### src/include/melee_config.svh
// Melee weapon configuration
`ifndef MELEE_CONFIG_SVH
`define MELEE_CONFIG_SVH

// Raster size in pixels. The whole raster is visible.
`define H_TOTAL 40 // Pixels per line.
`define V_TOTAL 30 // Lines per frame.

// Swing animation constants.
`define MAX_SWING  45 // Forward limit of the swing count.
`define SWING_STEP 10 // Count change per swing step.
`define SWING_WAIT 2  // Frame ticks held before each step.

// Weapon rectangle.
`define WPN_W 6  // Width in pixels.
`define WPN_H 4  // Height in pixels.
`define WPN_Y 20 // Top line of the rectangle.

// Player movement.
`define PLAYER_STEP 1 // Pixels moved per frame tick.
`define PLAYER_X0   5 // Position after reset.

// Largest player position that still fits the full swing on screen.
// H_TOTAL - WPN_W - MAX_SWING is negative for this raster, so it clamps to 0.
`define PLAYER_X_MAX 0

`endif
### src/melee_pkg.sv
// Melee game types
package melee_pkg;

    // Swing animator states. The fourth encoding is never used.
    typedef enum logic [1:0] {
        IDLE,     // Weapon at rest.
        FORWARD,  // Swing moving out.
        BACKWARD  // Swing returning.
    } anim_state_t;

    // Unsigned screen coordinate, wide enough for any raster we use.
    typedef logic [11:0] coord_t;

    // Signed horizontal swing offset in pixels.
    typedef logic signed [11:0] offset_t;

endpackage

### src/melee_top.sv
// Melee weapon video path
`timescale 1ns/10ps

module melee_top
    import melee_pkg::*;
(
    input  logic    clk,
    input  logic    rst,
    input  logic    mouse_clicked,
    input  logic    alive,
    input  logic    move_left,
    input  logic    move_right,
    output logic    frame_tick,
    output offset_t anim_x_offset,
    output coord_t  player_x,
    output coord_t  pix_x,
    output coord_t  pix_y,
    output logic    pixel_on
);

    coord_t  hcount;       // Raster column.
    coord_t  vcount;       // Raster line.
    offset_t shown_offset; // Offset frozen for the current frame.

    // Raster sweep and per frame tick.
    frame_timer u_frame_timer (
        .clk        (clk),
        .rst        (rst),
        .hcount     (hcount),
        .vcount     (vcount),
        .frame_tick (frame_tick)
    );

    // Swing animation, one step per tick.
    melee_wpn_animated u_melee_wpn_animated (
        .clk           (clk),
        .rst           (rst),
        .frame_tick    (frame_tick),
        .mouse_clicked (mouse_clicked),
        .alive         (alive),
        .anim_x_offset (anim_x_offset)
    );

    // Player position and the frame stable offset.
    pose_buffer u_pose_buffer (
        .clk           (clk),
        .rst           (rst),
        .frame_tick    (frame_tick),
        .move_left     (move_left),
        .move_right    (move_right),
        .hcount        (hcount),
        .vcount        (vcount),
        .anim_x_offset (anim_x_offset),
        .player_x      (player_x),
        .shown_offset  (shown_offset)
    );

    // Per pixel weapon test.
    weapon_renderer u_weapon_renderer (
        .clk          (clk),
        .rst          (rst),
        .hcount       (hcount),
        .vcount       (vcount),
        .player_x     (player_x),
        .shown_offset (shown_offset),
        .pix_x        (pix_x),
        .pix_y        (pix_y),
        .pixel_on     (pixel_on)
    );

endmodule

### src/weapon_renderer.sv
// Weapon rectangle renderer
`timescale 1ns/10ps
`include "melee_config.svh"

module weapon_renderer
    import melee_pkg::*;
(
    input  logic    clk,
    input  logic    rst,
    input  coord_t  hcount,
    input  coord_t  vcount,
    input  coord_t  player_x,
    input  offset_t shown_offset,
    output coord_t  pix_x,
    output coord_t  pix_y,
    output logic    pixel_on
);

    logic signed [13:0] hx;       // Current pixel column, signed.
    logic signed [13:0] vy;       // Current pixel line, signed.
    logic signed [13:0] px;       // Player column, signed.
    logic signed [13:0] off;      // Swing offset, sign extended.
    logic signed [13:0] wpn_left; // Left edge of the weapon.
    logic               in_x;     // Column lies inside the weapon.
    logic               in_y;     // Line lies inside the weapon.

    // Widen everything by two bits so the sum and compares cannot wrap.
    assign hx  = $signed({2'b00, hcount});
    assign vy  = $signed({2'b00, vcount});
    assign px  = $signed({2'b00, player_x});
    assign off = shown_offset; // Signed source, so this sign extends.

    assign wpn_left = px + off; // Weapon sits at the player plus the swing.

    // Half open ranges, WPN_W columns and WPN_H lines.
    assign in_x = (hx >= wpn_left) && (hx < wpn_left + 14'sd`WPN_W);
    assign in_y = (vy >= 14'sd`WPN_Y) && (vy < 14'sd`WPN_Y + 14'sd`WPN_H);

    // Coordinates travel with the flag, so the outputs stay aligned.
    always_ff @(posedge clk) begin
        pix_x <= hcount;
        pix_y <= vcount;
    end

    // One cycle of latency on the hit flag.
    always_ff @(posedge clk) begin
        if (rst) begin
            pixel_on <= 1'b0;
        end else begin
            pixel_on <= in_x && in_y; // Inside on both axes.
        end
    end

endmodule

### src/pose_buffer.sv
// Player pose buffer
`timescale 1ns/10ps
`include "melee_config.svh"

module pose_buffer
    import melee_pkg::*;
(
    input  logic    clk,
    input  logic    rst,
    input  logic    frame_tick,
    input  logic    move_left,
    input  logic    move_right,
    input  coord_t  hcount,
    input  coord_t  vcount,
    input  offset_t anim_x_offset,
    output coord_t  player_x,
    output offset_t shown_offset
);

    logic   left_only;   // Only the left key is held.
    logic   right_only;  // Only the right key is held.
    logic   frame_start; // Raster is on the first pixel of a frame.
    coord_t x_moved;     // Position after the step, before clamping.
    coord_t x_next;      // Clamped position for the next frame.

    assign left_only   = move_left && !move_right;
    assign right_only  = move_right && !move_left; // Both held cancel out.
    assign frame_start = (hcount == '0) && (vcount == '0);

    // Step the position, saturating at zero on the left.
    always_comb begin
        if (left_only) begin
            if (player_x > coord_t'(`PLAYER_STEP)) begin
                x_moved = player_x - coord_t'(`PLAYER_STEP);
            end else begin
                x_moved = '0; // Would pass the left edge.
            end
        end else if (right_only) begin
            x_moved = player_x + coord_t'(`PLAYER_STEP);
        end else begin
            x_moved = player_x; // No move this frame.
        end
        // Right clamp keeps the whole swing on screen.
        if (x_moved > coord_t'(`PLAYER_X_MAX)) begin
            x_next = coord_t'(`PLAYER_X_MAX);
        end else begin
            x_next = x_moved;
        end
    end

    // Position updates once per frame. The clamp also applies to a reset value out of range.
    always_ff @(posedge clk) begin
        if (rst) begin
            player_x <= coord_t'(`PLAYER_X0);
        end else if (frame_tick) begin
            player_x <= x_next;
        end
    end

    // Freeze the swing offset at frame start, so a step never tears a frame.
    always_ff @(posedge clk) begin
        if (rst) begin
            shown_offset <= '0;
        end else if (frame_start) begin
            shown_offset <= anim_x_offset; // Held for the whole frame.
        end
    end

endmodule

### src/melee_wpn_animated.sv
// Melee weapon swing animator
`timescale 1ns/10ps
`include "melee_config.svh"

module melee_wpn_animated
    import melee_pkg::*;
(
    input  logic    clk,
    input  logic    rst,
    input  logic    frame_tick,
    input  logic    mouse_clicked,
    input  logic    alive,
    output offset_t anim_x_offset
);

    anim_state_t anim_state;      // Swing state.
    logic [11:0] anim_count;      // Current swing distance.
    logic [7:0]  tick_count;      // Ticks held since the last step.
    logic        mouse_clicked_d; // Click level seen at the previous tick.
    logic        mouse_click_pulse;

    // Sample the click once per frame so edges are seen at tick rate.
    always_ff @(posedge clk) begin
        if (rst) begin
            mouse_clicked_d <= 1'b0;
        end else if (frame_tick) begin
            mouse_clicked_d <= mouse_clicked; // Level for the next edge test.
        end
    end

    assign mouse_click_pulse = mouse_clicked && !mouse_clicked_d; // New press this tick.

    // Swing FSM. Everything moves only on a tick while the player lives.
    always_ff @(posedge clk) begin
        if (rst) begin
            anim_state    <= IDLE;
            anim_count    <= '0;
            tick_count    <= '0;
            anim_x_offset <= '0;
        end else if (frame_tick && alive) begin
            case (anim_state)
                IDLE: begin
                    anim_x_offset <= '0; // Weapon at rest.
                    anim_count    <= '0;
                    if (mouse_clicked) begin
                        anim_state <= FORWARD; // A held click starts a swing.
                        tick_count <= '0;
                    end
                end

                FORWARD: begin
                    if (mouse_click_pulse) begin
                        anim_count <= '0; // Fresh press restarts the swing.
                        tick_count <= '0;
                    end else if (tick_count < 8'(`SWING_WAIT)) begin
                        tick_count <= tick_count + 8'd1; // Hold this step.
                    end else begin
                        tick_count <= '0;
                        if (anim_count + 12'(`SWING_STEP) < 12'(`MAX_SWING)) begin
                            anim_count <= anim_count + 12'(`SWING_STEP); // Reach further.
                        end else begin
                            anim_state <= BACKWARD; // Limit reached, turn around.
                        end
                    end
                    anim_x_offset <= offset_t'(anim_count); // Count from before this edge.
                end

                BACKWARD: begin
                    if (mouse_click_pulse) begin
                        anim_count <= '0; // Fresh press restarts the swing.
                        tick_count <= '0;
                        anim_state <= FORWARD;
                    end else if (tick_count < 8'(`SWING_WAIT)) begin
                        tick_count <= tick_count + 8'd1;
                    end else begin
                        tick_count <= '0;
                        if (anim_count > 12'(`SWING_STEP)) begin
                            anim_count <= anim_count - 12'(`SWING_STEP); // Pull back.
                        end else begin
                            anim_count <= '0; // Home again.
                            if (mouse_clicked) begin
                                anim_state <= FORWARD; // Held click chains another swing.
                            end else begin
                                anim_state <= IDLE;
                            end
                        end
                    end
                    anim_x_offset <= offset_t'(anim_count);
                end

                default: begin
                    anim_state <= IDLE; // Recover from the unused encoding.
                end
            endcase
        end
    end

endmodule

### src/frame_timer.sv
// Raster frame timer
`timescale 1ns/10ps
`include "melee_config.svh"

module frame_timer
    import melee_pkg::*;
(
    input  logic   clk,
    input  logic   rst,
    output coord_t hcount,
    output coord_t vcount,
    output logic   frame_tick
);

    logic line_end;  // Last pixel of the current line.
    logic frame_end; // Last line of the frame.
    logic tick_next; // Next cycle is the last pixel of the frame.

    assign line_end  = (hcount == coord_t'(`H_TOTAL - 1)); // Wrap point of hcount.
    assign frame_end = (vcount == coord_t'(`V_TOTAL - 1)); // Wrap point of vcount.

    // The tick is registered, so it is decoded one pixel early.
    assign tick_next = (hcount == coord_t'(`H_TOTAL - 2)) && frame_end;

    // Pixel counter, one step per clock.
    always_ff @(posedge clk) begin
        if (rst) begin
            hcount <= '0; // Start at the top left pixel.
        end else if (line_end) begin
            hcount <= '0; // Back to the start of the next line.
        end else begin
            hcount <= hcount + coord_t'(1); // Next pixel.
        end
    end

    // Line counter, steps at the end of every line.
    always_ff @(posedge clk) begin
        if (rst) begin
            vcount <= '0; // First line.
        end else if (line_end) begin
            if (frame_end) begin
                vcount <= '0; // New frame starts at line zero.
            end else begin
                vcount <= vcount + coord_t'(1); // Next line.
            end
        end
    end

    // Frame tick, high only while the last pixel of the frame is on the raster.
    // This paces every game update at one per frame.
    always_ff @(posedge clk) begin
        if (rst) begin
            frame_tick <= 1'b0; // No tick during reset.
        end else begin
            frame_tick <= tick_next; // Aligned with hcount and vcount at the last pixel.
        end
    end

endmodule

### config.mk
export PLATFORM = sky130hd
export DESIGN_NAME = melee_top
export DESIGN_NICKNAME = d
export VERILOG_FILES = /design/src/melee_pkg.sv /design/src/melee_top.sv /design/src/weapon_renderer.sv /design/src/pose_buffer.sv /design/src/melee_wpn_animated.sv /design/src/frame_timer.sv
export VERILOG_INCLUDE_DIRS = /design/src /design/src/include
export SDC_FILE = /design/constraint.sdc
export NUM_CORES = 1
export LEC_CHECK = 0
export ABC_AREA = 1
export BUFFER_PORTS_ARGS = -buffer_cell sky130_fd_sc_hd__clkbuf_2
export CAP_MARGIN = 20
export CORE_ASPECT_RATIO = 0.7
export CORE_MARGIN = 3
export CORE_UTILIZATION = 40
export CTS_CLUSTER_SIZE = 8
export DETAILED_ROUTE_END_ITERATION = 8
export GPL_TIMING_DRIVEN = 1
export PLACE_DENSITY = 0.55
export SLEW_MARGIN = 40
export SYNTH_ARGS = -nofsm -noshare
export SYNTH_HDL_FRONTEND = slang
export SYNTH_HIERARCHICAL = 1
export SYNTH_SLANG_ARGS = --single-unit
### constraint.sdc
create_clock -name clk -period 3.6 [get_ports clk]
set_input_delay 0.72 -clock clk [delete_from_list [all_inputs] [get_ports clk]]
set_output_delay 0.72 -clock clk [all_outputs]
set_load 0.03 [all_outputs]
==> results.toml, run 1 <==
[timing]
worst_slew_pin_slew_ns = 0.7770
rsz0062_at_grt = "no"
fin_crit_sh_pct = 88.09
hold_viol_final = 0
setup_violations = 0
hold_slack_ns = 0.4438
finalSetupTns_ns = 0
report.final.slew_viol_count = 0
fin_crit_ns = 3.171
setup_ws_ns = 0.4287
maxSlewHeadroom_pct = 48.20
skew_ns = 0.01335
fmax_mhz = 315.3

[routing]
drtIter0Drc = 406
drt-vias-per-instance = 4.791
dr_total_vias = 6157
routed_wirelength_um = 15920
ant_nets = 0
wl_per_cell_um = 12.39
drc = 0
first_pass_iters = 5

[floorplanning]
die_h_um = 113.5
die_area_sq_mm = 0.01812
fp.dieW_um = 159.6
fp-row-count = 38
coreArea_sq_mm = 0.01583
io_pins = 56
start_util_pct = 41.74

[global_routing]
grt_pass1_vias = 5585
grt_max_degree = 37
grt_pass1_wl_um = 27390
track_usage_pct = 18.17
grt.overflow.total = 0
antenna_found_initial = 0

[finish]
layout.cells.non_filler = 1285
drive_above_1_share_pct = 9.765
regArea_sq_mm = 0.002162
area_delta_synth_final_pct = 10.58
nets = 1116
fillCellCount = 1677
diodes = 0
postLayoutCellArea_sq_mm = 0.007308
multi_input_area_sq_mm = 0.003797

[synthesis]
synth.avg_cell_area_sq_um = 6.511
synth.most_common_cell = "nand2_1"
async_flop_share_pct = 0
ys_warn_count = 6
synth_seq_area_share_pct = 32.71
syn_inst = 1015
ys_seq_elements = 108
synth-edff-count = 0
synth_area_leader_cell = "dfxtp_1"
yosys-top-cells-area = "dfxtp_1 33%, nand2_1 17%, ha_1 9.1%"
synth_top_cell_area_share_pct = 32.71
synth-main-ff-cell = "dfxtp_1"
netlist_area_sq_mm = 0.006609
synthTopCellsByCount = "293 x nand2_1, 150 x nor2_1, 133 x inv_1"
post_synth_num_cell_types = 43
syn_nets = 1070

[power_and_ir_drop]
p_per_area_mw_per_mm2 = 335.7
vdd_ir_drop_max_mv = 0.1947
p_leak_nw = 3.627

[clock_tree]
cts_buffer_depth = 2
insertion_delay_ns = 0.35
postCtsHoldBufs = 0
tritoncts = "built"
cts.sinks = 108
clk_pin_slew_ns = 0.08
h-tree-depth = 3
cts_setup_buffers = 0
numCtsBuffers = 9
cts_resized = 0
root_buffer = "clkbuf_16"

[setup_path]
crit_path_end_kind = "flop"
r2r_start = "u_pose_buffer/player_x[0]"
path_class = "reg -> reg"
rrSetupSlack_ns = 0.43
crit_arrival_ns = 3.46
worstSetupEndpoint = "u_weapon_renderer/pixel_on"
setup.worst_path.start = "u_pose_buffer/player_x[0]"
rr_endpoint = "u_weapon_renderer/pixel_on"
cp_max_fo = 4
rr_worst_depth = 21
crit_required_ns = 3.89
startpoint_type = "flop"

[hold_path]
worstHoldPathType = "reg -> reg"
hold_depth = 0
hold_start = "u_frame_timer/vcount[8]"

[placement]
postPlaceCellArea_sq_mm = 0.007041
dp_hpwl_um = 12170
dp_cells = 1270
port_buffers = 53
place_ws_ns = 0.4952
gp_congestion = 0.8892

[flow_run]
drv_cap = 0

[outcome]
run_status = "finished clean"
## worst max-delay path, cell delays in order, from the launching register on
cell and delay [ns]:
dfxtp_1 0.36, ha_1 0.22, inv_1 0.06, fa_1 0.38, inv_1 0.15, nand2_1 0.09, nand2_1 0.06, nand3_1 0.06
nand2_1 0.16, nand3b_4 0.11, nor2_4 0.10, nand3_2 0.10, or2_1 0.25, nand2_1 0.08, ha_1 0.24, nand2_1 0.09
nor2_1 0.06, a211oi_1 0.19, a21oi_1 0.10, nor2_1 0.13, a21oi_1 0.06, nor2_1 0.07
## registers in the layout, indices dropped and copies added (netlist names)
name                                  count
u_pose_buffer/shown_offset               12
u_pose_buffer/player_x                   12
u_frame_timer/hcount                     12
u_weapon_renderer/pixel_on                1
u_melee_wpn_animated/mouse_clicked_d      1
u_frame_timer/frame_tick                  1
u_frame_timer/vcount                     12
u_melee_wpn_animated/anim_x_offset       12
u_weapon_renderer/pix_y                  12
u_melee_wpn_animated/anim_count          11
u_weapon_renderer/pix_x                  12
u_melee_wpn_animated/tick_count           8
u_melee_wpn_animated/anim_state           2
## per-layer routing
metal  global-route usage (%)  vias to the layer above  routed length, um
met3                    3.049                        4                693
met4                    2.799                        0                 51
met1                    27.76                     2732               8823
met5                        0                        -                  0
met2                    27.28                      122               6350
li1                         -                     3299                  -
## logic make-up (layout without fill, tap and decap cells)
kind of cell	Yosys count	count (layout)	share of synthesized area, %
compound gates	79	79	6.399
xor+xnor	14	14	1.855
fa+ha+maj	49	49	9.390
buf+inv	159	209	9.826
flops	108	108	32.71
simple gates	606	606	39.81
## stage by stage
| step | utilization [%] | total power, mW |
|---|---|---|
| 2_1_floorplan | - | 1.490 |
| 3_3_place_gp | 44.47 | 1.549 |
| 3_5_place_dp | 44.47 | 1.551 |
| 4_1_cts | 46.16 | 2.495 |
| 5_1_grt | 46.16 | 2.596 |
| 6_report | 46.16 | 2.453 |
## placed cells by master (no fill, tap or decap), types with 2 or more instances in the layout
cell type   count
nor2_4          4
nand3_2         4
nor3_1         15
nand2_2        11
o22ai_1         2
a211oi_1        2
nand2_1       293
nor2_2          8
nand3b_1        3
o21ai_0        17
clkbuf_16       9
clkbuf_2       53
inv_2           4
nor4_1          3
xor2_1         13
clkinvlp_4      2
buf_4           3
ha_1           48
a21oi_1        49
a21o_1          2
inv_1         133
nand4_1        18
dfxtp_1       108
clkbuf_1        2
nand3_1        83
nor2_1        150
nor3b_1         8
## area by class of cell
cell class	count	share of cell area [%]
clock inverters	4	0.4794
multi-input cells	748	51.96
well taps	220	3.766
flip-flops and latches	108	29.58
repair buffers	56	3.938
inverters	138	7.088
clock buffers	11	3.184
## worst min path at each step
stage,endpoint,slack (ns)
2_1_floorplan,u_weapon_renderer/pix_y[2],0.36
3_3_place_gp,u_melee_wpn_animated/tick_count[4],0.43
3_5_place_dp,u_melee_wpn_animated/tick_count[7],0.43
4_1_cts,u_melee_wpn_animated/tick_count[4],0.44
5_1_grt,u_weapon_renderer/pix_y[1],0.46
6_report,u_weapon_renderer/pix_y[8],0.44
## where the power goes
part           switching [mW]  internal, mW  leakage [nW]
registers              0.0173          1.21         0.873
logic                   0.193        0.0983          2.63
clock network           0.456         0.475         0.124
total                   0.667          1.79          3.63
(Power assumes the default switching activity.)
==> run 2: changes to the inputs <==
CTS_BUF_LIST = sky130_fd_sc_hd__clkbuf_4 sky130_fd_sc_hd__clkbuf_8 sky130_fd_sc_hd__clkbuf_16   (was not set)
SYNTH_HIERARCHICAL = not set   (was 1)
==> run 2 against run 1 <==
Against the previous run:
- sequential share of layout area increased by 0.86 points
- largest power group unchanged
- non-clock buffer count increased by 3
- synthesized cell count decreased by 9.0%
- critical path depth increased by 1
- final cell count decreased by 8.7%
- combinational power increased by 7.9%
- setup slack got worse by 0.091 ns
- highest routed layer unchanged
- register-to-register slack got worse by 0.09 ns
- clock-buffer cell count decreased by 1
- sequential power about the same
==> results.toml, run 2 <==
[setup_path]
crit_path_end_kind = "flop"
cp_max_fo = 4
path_class = "reg -> reg"
crit_arrival_ns = 3.56
path_buf_inv = 2
cpMostUsedCell = "nand2_1"
crit_required_ns = 3.89
max_stage_delay_ns = 0.37
crit_path_cell_trace = "ha_2, inv_1, fa_1, inv_1, nand2_1, nand2_1, nand3_1, nand2_1, nand2_1, nand2_1, nand2_1, nor3_2, nand2_1, xor2_1, ha_1, a21oi_1, nor2_1, a211oi_1, a21boi_2, o21a_1, nor2_1, nor2_1"
startpoint_type = "flop"
critPathSlowestCell = "dfxtp_1"
crit_family = "simple AND/OR/NAND/NOR gates"

[routing]
first_pass_iters = 5
routed_wirelength_um = 16030
drc = 0
ant_nets = 0
drtIter0Drc = 338
drt-vias-per-instance = 4.922
dr_total_vias = 5774
wl_per_cell_um = 13.67

[timing]
worst_slew_pin_slew_ns = 0.6538
hold_viol_final = 0
fmax_mhz = 306.6
report.final.slew_viol_count = 0
maxSlewHeadroom_pct = 56.41
fin_crit_sh_pct = 90.61
setup_violations = 0
skew_ns = 0.008323
fin_crit_ns = 3.262
hold_slack_ns = 0.3757
rsz0062_at_grt = "no"
finalSetupTns_ns = 0

[placement]
port_buffers = 53
dp_cells = 1157
dp_hpwl_um = 12220
gp_congestion = 0.8788

[global_routing]
grt_pass1_wl_um = 26650
grt.overflow.total = 0
grt_max_degree = 42
grt_pass1_vias = 5209
antenna_found_initial = 0
track_usage_pct = 18.76

[synthesis]
async_flop_share_pct = 0
synth-edff-count = 0
synth-main-ff-cell = "dfxtp_1"
yosys-top-cells-area = "dfxtp_1 34%, nand2_1 14%, ha_1 10%"
ys_seq_elements = 108
syn_inst = 924
synth_top_cell_area_share_pct = 34.01
synth_area_leader_cell = "dfxtp_1"
ys_warn_count = 0
synth.avg_cell_area_sq_um = 6.880
syn_nets = 982
synth.most_common_cell = "nand2_1"
synthTopCellsByCount = "235 x nand2_1, 124 x inv_1, 108 x dfxtp_1"
netlist_area_sq_mm = 0.006357
synth_seq_area_share_pct = 34.01
post_synth_num_cell_types = 41

[hold_path]
worstHoldPathType = "reg -> reg"

[clock_tree]
cts.sinks = 108
postCtsHoldBufs = 0
numCtsBuffers = 9
insertion_delay_ns = 0.36
h-tree-depth = 3
cts_buffer_depth = 2
tritoncts = "built"
root_buffer = "clkbuf_16"
clk_pin_slew_ns = 0.08

[finish]
layout_commonest_cell = "nand2_1"
multi_input_area_sq_mm = 0.003613
nets = 1031
diodes = 0
fin_util_pct = 46.91
regArea_sq_mm = 0.002162
fillCellCount = 1557
layout_common_cells = "235 x nand2_1, 124 x inv_1, 108 x dfxtp_1"
drive_above_1_share_pct = 11.35
layout.cells.non_filler = 1173
area_delta_synth_final_pct = 11.71

[floorplanning]
start_util_pct = 42.00
coreArea_sq_mm = 0.01514
fp.dieW_um = 156.7
die_h_um = 111.5
io_pins = 56
fp-row-count = 37
die_area_sq_mm = 0.01747

[power_and_ir_drop]
p_leak_nw = 3.283
vdd_ir_drop_max_mv = 0.2423
p_per_area_mw_per_mm2 = 357.1

[flow_run]
drv_cap = 0

[outcome]
run_status = "finished clean"
==> run 2: cell count changes after synthesis, moves of 6 or more <==
cell | previous run | this run
nand2_2 | 11 | 1
inv_1 | 133 | 124
nand2_1 | 293 | 235
xor2_1 | 13 | 21
a211oi_1 | 2 | 8
nor3_1 | 15 | 22
nor2_1 | 150 | 103
o21ai_0 | 17 | 31
nand3_1 | 83 | 74
==> run 2: repair_timing <==
action / CTS / global route
setup endpoints to repair: 0 / 1
buffers inserted: 0 / 0
gates resized for setup: 0 / 4
hold endpoints to repair: 0 / 0
==> run 2: worst paths after layout <==
path	startpoint	end	slack, ns	cells after the start
max	u_pose_buffer.player_x[0]	u_weapon_renderer.pixel_on	0.34	22
min	u_frame_timer.vcount[11]	u_weapon_renderer.pix_y[11]	0.38	0
max reg2reg	u_pose_buffer.player_x[0]	u_weapon_renderer.pixel_on	0.34	22
min reg2reg	u_frame_timer.vcount[11]	u_weapon_renderer.pix_y[11]	0.38	0
==> run 2: final cells by class <==
type                       count  share of cell area, %
clock buffer                  10                  3.277
tap                          195                  3.436
sequential                   108                  30.44
timing repair buffer          59                  4.369
clock inverter                 6                 0.8280
inverter                     128                  6.765
multi-input combinational    667                  50.88
==> run 2: kinds of logic after synthesis <==
group,count (synthesis),share of synthesized area [%]
DFF,108,34.01
AOI/OAI and AO/OA,107,9.467
buffers and inverters,149,9.329
adders and majority gates,52,10.35
and+or+nand+nor,483,33.28
xor gates and xnor gates,25,3.562
==> run 2: per-stage QoR <==
step / worst slack, ns / instance area (sq um) / power [mW]
final: 0.3379 / 7102 / 2.536
after global routing: 0.01706 / 7102 / 2.664
after CTS: 0.1945 / 7091 / 2.560
after detailed placement: 0.2433 / 6799 / 1.569
after global placement: 0.2856 / 6799 / 1.569
after floorplan: 0.4082 / 6357 / 1.491
==> run 2: per-layer routing <==
| metal | vias up | share of wire [%] | global-route usage [%] |
|---|---|---|---|
| li1 | 3068 | - | - |
| met1 | 2576 | 57 | 29.98 |
| met2 | 119 | 38 | 25.85 |
| met3 | 11 | 4.4 | 3.419 |
| met4 | 0 | 0.89 | 3.848 |
| met5 | - | 0 | 0 |
==> run 2: where the power goes <==
| group | switching, mW | total (mW) | internal [mW] |
|---|---|---|---|
| sequential | 0.0156 | 1.23 | 1.22 |
| clock | 0.498 | 0.990 | 0.492 |
| combinational | 0.210 | 0.315 | 0.105 |
| total | 0.724 | 2.54 | 1.81 |
